--- src/logic/sm83Pkg.sv ---
// SM83 slice shared definitions
`default_nettype none

package sm83Pkg;

	localparam int QueueDepth = 4;                        // Input byte slots and initial input credits.
	localparam int QueuePtrW = $clog2(QueueDepth);        // Queue pointer width.
	localparam int ResultCredits = 2;                     // Output credits granted by the sink.
	localparam int CreditW = $clog2(ResultCredits + 1);   // Output credit counter width.

	// Opcodes with an immediate byte.
	localparam logic [7:0] OpAddN = 8'hC6;
	localparam logic [7:0] OpAdcN = 8'hCE;
	localparam logic [7:0] OpSubN = 8'hD6;
	localparam logic [7:0] OpSbcN = 8'hDE;
	localparam logic [7:0] OpAndN = 8'hE6;
	localparam logic [7:0] OpXorN = 8'hEE;
	localparam logic [7:0] OpOrN  = 8'hF6;
	localparam logic [7:0] OpCpN  = 8'hFE;

	// One-byte opcodes.
	localparam logic [7:0] OpIncA = 8'h3C;
	localparam logic [7:0] OpDecA = 8'h3D;
	localparam logic [7:0] OpCpl  = 8'h2F;
	localparam logic [7:0] OpScf  = 8'h37;
	localparam logic [7:0] OpCcf  = 8'h3F;
	localparam logic [7:0] OpNop  = 8'h00;

	typedef enum logic [3:0] {
		aluAdd, aluAdc, aluSub, aluSbc, aluAnd, aluXor, aluOr, aluCp,
		aluInc, aluDec, aluCpl, aluScf, aluCcf, aluNop
	} aluOpT;

	typedef struct packed {
		logic z;    // Zero.
		logic n;    // Subtract.
		logic h;    // Half carry.
		logic c;    // Carry.
	} flagsT;

	typedef struct packed {
		aluOpT op;              // ALU operation.
		logic [7:0] operand;    // Immediate byte, zero for one-byte ops.
		logic [7:0] opcode;     // Raw opcode, carried into the record.
	} aluReqT;

	typedef struct packed {
		logic [7:0] opcode;     // Executed opcode.
		logic [7:0] acc;        // A after execution.
		flagsT flags;           // Flags after execution.
	} resultRecT;

	typedef enum logic {decOpcode, decOperand} decStateT;

endpackage

`default_nettype wire
--- src/logic/sm83Slice.sv ---
// SM83 fetch, decode and ALU slice
`timescale 1ns/100ps
`default_nettype none

module sm83Slice (
	input logic CLK,
	input logic reset,
	input logic byteValid,
	input logic [7:0] byteData,
	output logic byteCredit,
	output sm83Pkg::resultRecT result,
	output logic resultValid,
	input logic resultCredit
);
	import sm83Pkg::*;

	logic [7:0] head;       // Queue head byte.
	logic headValid;
	logic pop;
	aluReqT req;            // Decoder to ALU.
	logic reqValid;
	logic reqReady;
	resultRecT rec;         // ALU to output side.
	logic recValid;
	logic recReady;

	fetchQueue fetchQueueInst (
		.CLK(CLK),
		.reset(reset),
		.byteValid(byteValid),
		.byteData(byteData),
		.byteCredit(byteCredit),
		.head(head),
		.headValid(headValid),
		.pop(pop)
	);

	opDecoder opDecoderInst (
		.CLK(CLK),
		.reset(reset),
		.head(head),
		.headValid(headValid),
		.pop(pop),
		.req(req),
		.reqValid(reqValid),
		.reqReady(reqReady)
	);

	aluCore aluCoreInst (
		.CLK(CLK),
		.reset(reset),
		.req(req),
		.reqValid(reqValid),
		.reqReady(reqReady),
		.rec(rec),
		.recValid(recValid),
		.recReady(recReady)
	);

	resultPort resultPortInst (
		.CLK(CLK),
		.reset(reset),
		.rec(rec),
		.recValid(recValid),
		.recReady(recReady),
		.result(result),
		.resultValid(resultValid),
		.resultCredit(resultCredit)
	);

endmodule

`default_nettype wire

--- src/logic/resultPort.sv ---
// Credited result output
`timescale 1ns/100ps
`default_nettype none

module resultPort (
	input logic CLK,
	input logic reset,
	input sm83Pkg::resultRecT rec,
	input logic recValid,
	output logic recReady,
	output sm83Pkg::resultRecT result,
	output logic resultValid,
	input logic resultCredit
);
	import sm83Pkg::*;

	logic [CreditW-1:0] credits;    // Records the sink can still take.
	logic send;                     // Record accepted and spent a credit.

	assign recReady = (credits != '0);    // Stall the ALU when out of credit.
	assign send = recValid && recReady;

	always_ff @(posedge CLK) begin
		if (reset) begin
			credits <= CreditW'(ResultCredits);
			resultValid <= 1'b0;
		end else begin
			resultValid <= send;      // One-cycle pulse per record.
			case ({send, resultCredit})
				2'b10: credits <= credits - 1'b1;
				2'b01: credits <= credits + 1'b1;
				default: credits <= credits;   // Spent and returned together.
			endcase
		end
	end

	always_ff @(posedge CLK) begin
		if (send) begin
			result <= rec;
		end
	end

	// Sink never returns more credits than it granted.
	assert property (@(posedge CLK) disable iff (reset)
		credits <= CreditW'(ResultCredits));

endmodule

`default_nettype wire

--- src/logic/aluCore.sv ---
// Accumulator ALU with flag register
`timescale 1ns/100ps
`default_nettype none

module aluCore (
	input logic CLK,
	input logic reset,
	input sm83Pkg::aluReqT req,
	input logic reqValid,
	output logic reqReady,
	output sm83Pkg::resultRecT rec,
	output logic recValid,
	input logic recReady
);
	import sm83Pkg::*;

	logic [7:0] acc;          // Register A.
	flagsT flags;             // Z, N, H, C.
	logic [7:0] recOpcode;    // Opcode of the held record.
	logic xfer;               // Request accepted this cycle.
	logic carryIn;            // Old carry for ADC and SBC.
	logic [8:0] sum;
	logic [4:0] halfSum;
	logic [8:0] diff;
	logic [4:0] halfDiff;
	logic [7:0] logicRes;     // AND, XOR or OR result.
	logic [7:0] nextAcc;
	flagsT nextFlags;

	assign reqReady = !recValid || recReady;
	assign xfer = reqValid && reqReady;
	assign rec = '{opcode: recOpcode, acc: acc, flags: flags};

	assign carryIn = (req.op == aluAdc || req.op == aluSbc) ? flags.c : 1'b0;
	assign sum = {1'b0, acc} + {1'b0, req.operand} + {8'd0, carryIn};
	assign halfSum = {1'b0, acc[3:0]} + {1'b0, req.operand[3:0]} + {4'd0, carryIn};
	assign diff = {1'b0, acc} - {1'b0, req.operand} - {8'd0, carryIn};      // Bit 8 is borrow.
	assign halfDiff = {1'b0, acc[3:0]} - {1'b0, req.operand[3:0]} - {4'd0, carryIn};

	always_comb begin
		case (req.op)
			aluAnd: logicRes = acc & req.operand;
			aluXor: logicRes = acc ^ req.operand;
			default: logicRes = acc | req.operand;
		endcase
	end

	always_comb begin
		nextAcc = acc;          // NOP and CP keep A.
		nextFlags = flags;
		case (req.op)
			aluAdd, aluAdc: begin
				nextAcc = sum[7:0];
				nextFlags = '{z: (sum[7:0] == 8'h00), n: 1'b0, h: halfSum[4], c: sum[8]};
			end
			aluSub, aluSbc, aluCp: begin
				if (req.op != aluCp) begin
					nextAcc = diff[7:0];
				end
				nextFlags = '{z: (diff[7:0] == 8'h00), n: 1'b1, h: halfDiff[4], c: diff[8]};
			end
			aluAnd: begin
				nextAcc = logicRes;
				nextFlags = '{z: (logicRes == 8'h00), n: 1'b0, h: 1'b1, c: 1'b0};
			end
			aluXor, aluOr: begin
				nextAcc = logicRes;
				nextFlags = '{z: (logicRes == 8'h00), n: 1'b0, h: 1'b0, c: 1'b0};
			end
			aluInc: begin
				nextAcc = acc + 8'd1;
				nextFlags = '{z: (acc == 8'hFF), n: 1'b0, h: (acc[3:0] == 4'hF), c: flags.c};
			end
			aluDec: begin
				nextAcc = acc - 8'd1;
				nextFlags = '{z: (acc == 8'h01), n: 1'b1, h: (acc[3:0] == 4'h0), c: flags.c};
			end
			aluCpl: begin
				nextAcc = ~acc;
				nextFlags = '{z: flags.z, n: 1'b1, h: 1'b1, c: flags.c};
			end
			aluScf: nextFlags = '{z: flags.z, n: 1'b0, h: 1'b0, c: 1'b1};
			aluCcf: nextFlags = '{z: flags.z, n: 1'b0, h: 1'b0, c: !flags.c};
			default: nextFlags = flags;   // NOP changes nothing.
		endcase
	end

	always_ff @(posedge CLK) begin
		if (reset) begin
			acc <= 8'h00;
			flags <= '0;
			recValid <= 1'b0;
		end else if (xfer) begin
			acc <= nextAcc;       // A and flags move with the request.
			flags <= nextFlags;
			recValid <= 1'b1;
		end else if (recReady) begin
			recValid <= 1'b0;
		end
	end

	always_ff @(posedge CLK) begin
		if (xfer) begin
			recOpcode <= req.opcode;
		end
	end

	// Stalled record is held unchanged.
	assert property (@(posedge CLK) disable iff (reset)
		recValid && !recReady |=> recValid && $stable(rec));

endmodule

`default_nettype wire

--- src/logic/opDecoder.sv ---
// Opcode and immediate decoder
`timescale 1ns/100ps
`default_nettype none

module opDecoder (
	input logic CLK,
	input logic reset,
	input logic [7:0] head,
	input logic headValid,
	output logic pop,
	output sm83Pkg::aluReqT req,
	output logic reqValid,
	input logic reqReady
);
	import sm83Pkg::*;

	decStateT state;      // Waiting for opcode or for its immediate byte.
	logic regFree;        // Request register empty or leaving this cycle.
	logic lastByte;       // Popped byte completes an instruction.

	// Map an opcode to its ALU operation.
	function automatic aluOpT decodeOp(input logic [7:0] code);
		case (code)
			OpAddN: decodeOp = aluAdd;
			OpAdcN: decodeOp = aluAdc;
			OpSubN: decodeOp = aluSub;
			OpSbcN: decodeOp = aluSbc;
			OpAndN: decodeOp = aluAnd;
			OpXorN: decodeOp = aluXor;
			OpOrN:  decodeOp = aluOr;
			OpCpN:  decodeOp = aluCp;
			OpIncA: decodeOp = aluInc;
			OpDecA: decodeOp = aluDec;
			OpCpl:  decodeOp = aluCpl;
			OpScf:  decodeOp = aluScf;
			OpCcf:  decodeOp = aluCcf;
			default: decodeOp = aluNop;   // Unlisted opcodes run as NOP.
		endcase
	endfunction

	// True for opcodes followed by an immediate byte.
	function automatic logic immOp(input logic [7:0] code);
		case (code)
			OpAddN, OpAdcN, OpSubN, OpSbcN,
			OpAndN, OpXorN, OpOrN, OpCpN: immOp = 1'b1;
			default: immOp = 1'b0;
		endcase
	endfunction

	assign regFree = !reqValid || reqReady;
	assign pop = headValid && regFree;                 // Consume head as soon as it shows.
	assign lastByte = (state == decOperand) || !immOp(head);

	always_ff @(posedge CLK) begin
		if (reset) begin
			state <= decOpcode;
			reqValid <= 1'b0;
		end else begin
			if (reqValid && reqReady) begin
				reqValid <= 1'b0;            // Request taken by the ALU.
			end
			if (pop) begin
				reqValid <= lastByte;        // Raise valid once the instruction is whole.
				state <= (lastByte) ? decOpcode : decOperand;
			end
		end
	end

	// Request payload, built in place while reqValid is low.
	always_ff @(posedge CLK) begin
		if (pop) begin
			if (state == decOpcode) begin
				req.op <= decodeOp(head);
				req.opcode <= head;
				req.operand <= 8'h00;        // Stays zero for one-byte ops.
			end else begin
				req.operand <= head;         // Immediate byte.
			end
		end
	end

endmodule

`default_nettype wire

--- src/logic/fetchQueue.sv ---
// Credited instruction byte queue
`timescale 1ns/100ps
`default_nettype none

module fetchQueue (
	input logic CLK,
	input logic reset,
	input logic byteValid,
	input logic [7:0] byteData,
	output logic byteCredit,
	output logic [7:0] head,
	output logic headValid,
	input logic pop
);
	import sm83Pkg::*;

	logic [7:0] mem [QueueDepth];     // Byte storage, no reset.
	logic [QueuePtrW-1:0] wrPtr;      // Next slot to fill.
	logic [QueuePtrW-1:0] rdPtr;      // Current head slot.
	logic [QueuePtrW:0] count;        // Bytes held.

	assign head = mem[rdPtr];
	assign headValid = (count != '0);

	always_ff @(posedge CLK) begin
		if (byteValid) begin
			mem[wrPtr] <= byteData;     // Credited byte lands at this edge.
		end
	end

	always_ff @(posedge CLK) begin
		if (reset) begin
			wrPtr <= '0;
			rdPtr <= '0;
			count <= '0;
			byteCredit <= 1'b0;
		end else begin
			byteCredit <= pop;          // One credit back per consumed byte.
			if (byteValid) begin
				wrPtr <= wrPtr + 1'b1;    // Wraps, depth is a power of two.
			end
			if (pop) begin
				rdPtr <= rdPtr + 1'b1;
			end
			case ({byteValid, pop})
				2'b10: count <= count + 1'b1;
				2'b01: count <= count - 1'b1;
				default: count <= count;  // Both or neither.
			endcase
		end
	end

	// Producer must hold a credit for every byte it sends.
	assert property (@(posedge CLK) disable iff (reset)
		!(byteValid && count == (QueuePtrW + 1)'(QueueDepth)));

	// Decoder only consumes a byte that is present.
	assert property (@(posedge CLK) disable iff (reset) pop |-> headValid);

endmodule

`default_nettype wire

--- config.mk ---
export PLATFORM = sky130hd
export DESIGN_NAME = sm83Slice
export DESIGN_NICKNAME = d
export VERILOG_FILES = /design/src/logic/sm83Pkg.sv /design/src/logic/sm83Slice.sv /design/src/logic/resultPort.sv /design/src/logic/aluCore.sv /design/src/logic/opDecoder.sv /design/src/logic/fetchQueue.sv
export SDC_FILE = /design/constraint.sdc
export NUM_CORES = 1
export LEC_CHECK = 0
export BUFFER_PORTS_ARGS = -buffer_cell sky130_fd_sc_hd__buf_2
export CAP_MARGIN = 10
export CORE_ASPECT_RATIO = 0.8
export CORE_MARGIN = 3
export CORE_UTILIZATION = 35
export CTS_CLUSTER_DIAMETER = 150
export DETAILED_ROUTE_END_ITERATION = 8
export PLACE_DENSITY_LB_ADDON = 0.15
export SLEW_MARGIN = 20
export SYNTH_ARGS = -nofsm -noshare
export SYNTH_HDL_FRONTEND = slang
export SYNTH_SLANG_ARGS = --single-unit
--- constraint.sdc ---
create_clock -name CLK -period 3.5 [get_ports CLK]
set_input_delay 1.05 -clock CLK [delete_from_list [all_inputs] [get_ports CLK]]
set_output_delay 1.05 -clock CLK [all_outputs]
set_load 0.005 [all_outputs]
# After elaboration in Yosys (flattened, before gate mapping)
# Memory sizes are Yosys's and may differ from the RTL's. A register that Yosys moved wholly into a read port is not among the register bits.
# Cells that the tools add are included.
[word_totals]
register_bits = 74
latch_bits = 0
mem_bits_rw = 32
rom_bits = 0
input_bits = 12
out_inout_bits = 22
elab_cells = 139
memories = 1
[memory_table]
columns = ["name", "depth", "word_bits", "rd", "rd_ports_with_merged_regs", "wr", "line_no", "rtl"]
rows = [
  ["fetchQueueInst.mem", 4, 8, 1, 1, 1, "fetchQueue.sv:17", "logic [7:0] mem [QueueDepth];"],
]
[classes]
n_addsub = 16
n_mul = 0
n_div = 0
order_cmp = 0
eq_ne = 34
shift = 0
mux = 18
n_bitwise = 10
reduce_logical = 36
[ops]
columns = ["cell", "n"]
rows = [
  ["8-bit equality test (second input constant)", 9],
  ["4-bit case mux with 13 select lines", 1],
  ["8-bit case mux with 6 select lines", 1],
  ["8-bit by 6-bit equality test with 1-bit output (second input constant)", 5],
  ["4-bit case mux with 9 select lines", 1],
  ["4-bit equality test (second input constant)", 6],
  ["8-bit zero test", 3],
  ["6-bit nonzero test", 3],
  ["4-bit by 3-bit equality test with 1-bit output (second input constant)", 4],
  ["8-bit case mux with 2 select lines", 1],
  ["5-bit AND reduction", 2],
  ["2-bit nonzero test", 5],
  ["8-bit by 8-bit adder with 9-bit output", 1],
  ["9-bit by 1-bit adder with 9-bit output", 1],
  ["1-bit two-way mux", 9],
  ["9-bit nonzero test", 1],
  ["8-bit by 8-bit subtractor with 9-bit output", 1],
  ["9-bit by 1-bit subtractor with 9-bit output", 1],
  ["8-bit by 1-bit adder with 8-bit output (second input constant)", 1],
  ["8-bit bitwise AND", 1],
  ["4-bit by 2-bit equality test with 1-bit output (second input constant)", 2],
  ["8-bit by 1-bit equality test with 1-bit output (second input constant)", 1],
  ["4-bit zero test", 2],
  ["8-bit two-way mux", 1],
  ["30 further kinds", 51],
]

# Longest topological paths before layout
[depth]
ltp_word = 6
ltp_mapped = 14
mapped_depth_nobuf = 12

# Hierarchy
# A second synthesis with hierarchy kept.
[hier_totals]
cells_unflattened = 542
hier_area_um2 = 6088.3
[by_module_without_submodules]
columns = ["module", "n_inst", "cells_per_inst", "area_per_inst_um2", "seq_area_each_um2"]
rows = [
  ["aluCore", 1, 360, 2870.3, 500.5],
  ["fetchQueue", 1, 90, 1612.8, 1161.1],
  ["opDecoder", 1, 58, 874.6, 640.6],
  ["resultPort", 1, 34, 730.7, 660.6],
]

# Worst setup path after synthesis
# No wires, ideal clock.
[synth_timing]
kind = "register to register"
from = "register, netlist name opDecoderInst.req[18]"
to = "register aluCoreInst.acc[7]"
setup_ns = 0.122
t_arrival_ns = 3.138
required_ns = 3.378
slack_ns = 0.241
path_stages_with_launch = 15
path_buffers = 2
period_less_slack_ns = 3.259
path_cell_list = "edfxtp_1 > buf_2 > buf_2 > nand2b_1 > or3_1 > inv_1 > fa_1 > inv_1 > ha_1 > o21ai_0 > a2111o_1 > a211oi_2 > nor2_1 > or3_1 > o311a_1"
[synth_via]
elab_chain_len = 6
word_cells_on_any_way = 25
cone_classes = "2 x add/sub; 12 x eq/ne; 4 x mux; 7 x reduce/logical"
[synth_rtl]
columns = ["element", "line_no", "rtl"]
rows = [
  ["4-bit by 1-bit equality test with 1-bit output or 4-bit by 2-bit equality test with 1-bit output (tied branches)", "aluCore.sv:34, aluCore.sv:51", ""],
  ["1-bit logical OR", "aluCore.sv:34", "assign carryIn = (req.op == aluAdc || req.op == aluSbc) ? flags.c : 1'b0;"],
  ["1-bit two-way mux", "aluCore.sv:34", ""],
  ["9-bit by 1-bit subtractor with 9-bit output", "aluCore.sv:37", "assign diff = {1'b0, acc} - {1'b0, req.operand} - {8'd0, carryIn};"],
  ["8-bit two-way mux", "aluCore.sv:57", "if (req.op != aluCp) begin"],
  ["8-bit case mux with 6 select lines", "aluCore.sv:51", "case (req.op)"],
  ["to (signal assigned)", "aluCore.sv:94", "acc <= nextAcc;"],
  ["to (decl)", "aluCore.sv:17", "logic [7:0] acc;"],
]
# Parallel ways exist; a longest one is shown, timed or not. The select of a mux whose other input is x is not followed.
# A chain may end at the register's enable or synchronous reset.

# Final worst setup path
[layout_timing]
from = "register, netlist name opDecoderInst.req[18]"
to = "register aluCoreInst.acc[3]"
[layout_via]
elab_chain_len = 6
word_cells_on_any_way = 25
cone_classes = "2 x add/sub; 12 x eq/ne; 4 x mux; 7 x reduce/logical"
[layout_rtl]
columns = ["element", "line_no"]
rows = [
  ["4-bit by 1-bit equality test with 1-bit output or 4-bit by 2-bit equality test with 1-bit output (tied branches)", "aluCore.sv:34, aluCore.sv:51"],
  ["1-bit logical OR", "aluCore.sv:34"],
  ["1-bit two-way mux", "aluCore.sv:34"],
  ["9-bit by 1-bit subtractor with 9-bit output", "aluCore.sv:37"],
  ["8-bit two-way mux", "aluCore.sv:57"],
  ["8-bit case mux with 6 select lines", "aluCore.sv:51"],
]
# Parallel ways exist; a longest one is shown, timed or not. The select of a mux whose other input is x is not followed.

==> reports/qor.yml <==
outcome:
  status: "complete, no violations"
worst_setup_path:
  rrSetupSlack_ps: 300
  crit_arrival_ps: 3420
  crit_required_ps: 3710
  r2r-start: "opDecoderInst.req[18]"
  r2r_cells: 11
  rr_endpoint: "aluCoreInst.acc[3]"
  cp_max_fo: 4
  end_kind: "flop"
  crit_type: "reg2reg"
  worstSetupStartpointType: "flop"
timing:
  slew_headroom_pct: 31.10
  tightest_slew_ps: 1030
  post-route-period-util_pct: 91.53
  hold_violations: 0
  max_freq_mhz: 312.2
  slew_violations: 0
  fin_worst_skew_ps: 6.615
  rsz0062_at_grt: "no"
  setup_viol: 0
  period_minus_slack_ps: 3203
  setup_tns_ps: 0
power:
  p_per_area_mw_per_mm2: 779.8
  seqPwrFrac_pct: 36.6
  peakVddDrop_mv: 0.2732
  power_leakage_nw: 2.498
  power_switching_mw: 2.110
  p_comb_share_pct: 43.5
  p_sw_share_pct: 40.03
  pwr-share-clk_pct: 19.8
  p_total_mw: 5.270
  internal_power_mw: 3.161
grt:
  grt_use_total_pct: 16.81
  grt_pass1_wl_um: 24430
  antenna_found_initial: 0
  grt.overflow.total: 0
  grt_pass1_vias: 4216
  grt_max_degree: 38
clock_network:
  htreeDepth: 3
  ctsResizeCount: 0
  cts_inserted_buffers: 9
  root_buffer: "clkbuf_16"
  clkSinkCount: 108
  cts_setup_buffers: 0
  clkTransAtPathRegs_ps: 80
  clock_latency_ps: 350
  cts_max_path_buffers: 2
  cts_tree: "built"
  cts-hold-fix-buffers: 0
yosys:
  synth-seq-area-share_pct: 48.56
  ys.warnings.count: 0
  synth.net_count: 595
  synthCells: 538
  synth_seq_cells: 108
  synthFlopType: "edfxtp_1"
  synth_edf_count: 80
  synth_area_sq_mm: 0.006101
  ys_types: 76
  async_flop_share_pct: 0
  syn_area_per_cell_sq_um: 11.34
drt:
  vias_per_cell: 5.504
  vias: 4365
  wire_per_inst_um: 19.79
  drtIter0Drc: 420
  drcViolationCount: 0
  routed_wl_um: 15700
  dr.pass1.iters: 5
  postRouteAntennaNets: 0
placed_design:
  io_buffers: 33
  gp_congestion: 0.9751
  hpwl_um: 11450
floorplan:
  core_region_area_sq_mm: 0.01682
  die_w_um: 153.6
  row_count: 42
  io_pins: 34
  die_area_sq_mm: 0.01906
  die_y_um: 124.1
  start_util_pct: 36.28
final_layout:
  area_growth_syn_to_layout_pct: 10.79
  finish.net_count: 625
  final_cell_mix: "edfxtp_1, nor2_1, ha_1"
  drive_gt1_share_pct: 15.01
  antenna_cells: 0
  final_common_cell: "edfxtp_1"
hold_path:
  hold-path-endpoint: "aluCoreInst.recOpcode[4]"
  min_path_type: "reg2reg"
  whs_path_depth: 0
  min-delay-start: "opDecoderInst.req[4]"
job:
  maxCapViolations: 0
==> through the flow <==
step	instance area, sq um	worst slack [ps]	util (%)	cells	hold WS, ps
2_1_floorplan	6101	240.5	-	538	400.3
3_3_place_gp	6454	408.6	38.38	777	402.8
3_5_place_dp	6454	265.3	38.38	777	404.5
4_1_cts	6759	238.7	40.19	793	420.2
5_1_grt	6759	29.10	40.19	793	421.2
6_report	6759	296.6	40.19	793	414.3
==> critical path, stage by stage (launching register included) <==
cell,delay (ps)
edfxtp_1,380
nand2b_1,170
or3_1,360
inv_1,90
fa_1,470
ha_1,230
o21ai_1,290
nand2_1,110
xnor2_1,290
o22ai_1,140
a2111oi_0,430
a211oi_1,90
==> synth_stat cells (all sizes together), types with 3 or more instances <==
master	count	share of area, %
a2111oi	4	0.88
a211o	5	0.72
a211oi	7	0.94
a21oi	21	1.7
a221oi	4	0.57
a22o	3	0.43
a22oi	4	0.49
a31oi	7	0.72
a32oi	3	0.43
and2	13	1.3
buf	20	2.4
clkbuf	6	0.55
dfxtp	28	9.2
edfxtp	80	39
fa	5	1.6
ha	40	8.2
inv	37	2.3
mux2i	9	1.5
mux4	8	3.0
nand2	20	1.2
nand2b	11	1.1
nand3	5	0.41
nand3b	3	0.37
nand4	6	0.62
nor2	49	3.0
nor2b	4	0.41
nor3	14	1.3
nor4	5	0.62
o2111ai	3	0.43
o211ai	4	0.49
o21a	3	0.37
o21ai	25	2.1
o22ai	10	1.0
o31ai	5	0.62
o32ai	3	0.43
o41ai	3	0.55
or2	4	0.41
or3	7	0.80
or3b	4	0.62
xnor2	13	1.9
xor2	11	1.6
==> power groups by stage <==
stage	Clock [mW]	Combinational (mW)	Sequential (mW)
after floorplan	0	1.71	1.87
after global placement	0	2.25	1.96
after detailed placement	0	2.24	1.96
after CTS	1.08	2.26	1.94
after global routing	1.14	2.52	1.97
final	1.05	2.29	1.93
==> worst max path at each step <==
stage | startpoint | end | slack, ps | cells past startpoint
after CTS | opDecoderInst.req[18] | aluCoreInst.acc[7] | 240 | 11
after global placement | opDecoderInst.req[18] | aluCoreInst.acc[7] | 410 | 12
after floorplan | opDecoderInst.req[18] | aluCoreInst.acc[7] | 240 | 14
final | opDecoderInst.req[18] | aluCoreInst.acc[3] | 300 | 11
after detailed placement | opDecoderInst.req[18] | aluCoreInst.acc[3] | 270 | 11
after global routing | opDecoderInst.req[18] | aluCoreInst.acc[3] | 30 | 11
==> state kept, by name, summed over array words and instances (netlist names), named ones only <==
register	cells
aluCoreInst.recOpcode	8
aluCoreInst.recValid	1
resultPortInst.result	20
fetchQueueInst.byteCredit	1
aluCoreInst.acc	8
resultPortInst.resultValid	1
aluCoreInst.rec	4
fetchQueueInst.rdPtr	2
opDecoderInst.reqValid	1
fetchQueueInst.mem	32
fetchQueueInst.wrPtr	2
opDecoderInst.req	20
resultPortInst.credits	2
fetchQueueInst.count	3
opDecoderInst.state	1
==> cell families (layout without fill, tap and decap cells) <==
| kind of cell | after synthesis | in the layout | share of synthesized area (%) |
|---|---|---|---|
| and+or+nand+nor | 153 | 153 | 13.49 |
| AOI/OAI and AO/OA | 128 | 128 | 15.03 |
| DFF | 108 | 108 | 48.56 |
| buffers and inverters | 63 | 98 | 5.189 |
| adders and majority gates | 45 | 45 | 9.844 |
| xor gates and xnor gates | 24 | 24 | 3.445 |
| muxes | 17 | 17 | 4.430 |
==> final cells by class <==
type	count	area, sq um
tap	220	275.3
multi-input combinational	367	2821
fill	1619	10060
inverter	37	138.9
clock buffer	9	225.2
clock inverter	7	80.08
timing repair buffer	45	255.2
sequential	108	2963
==> metal layers <==
layer  vias to the layer above  wire [um]  GRT usage [%]
met5                         -          0              0
met2                       166       6593          23.88
met1                      2102       7667          24.85
met4                         0        161          3.420
li1                       2077          -              -
met3                        20       1274          5.731
No activity file was read; power rests on OpenSTA's default activity.
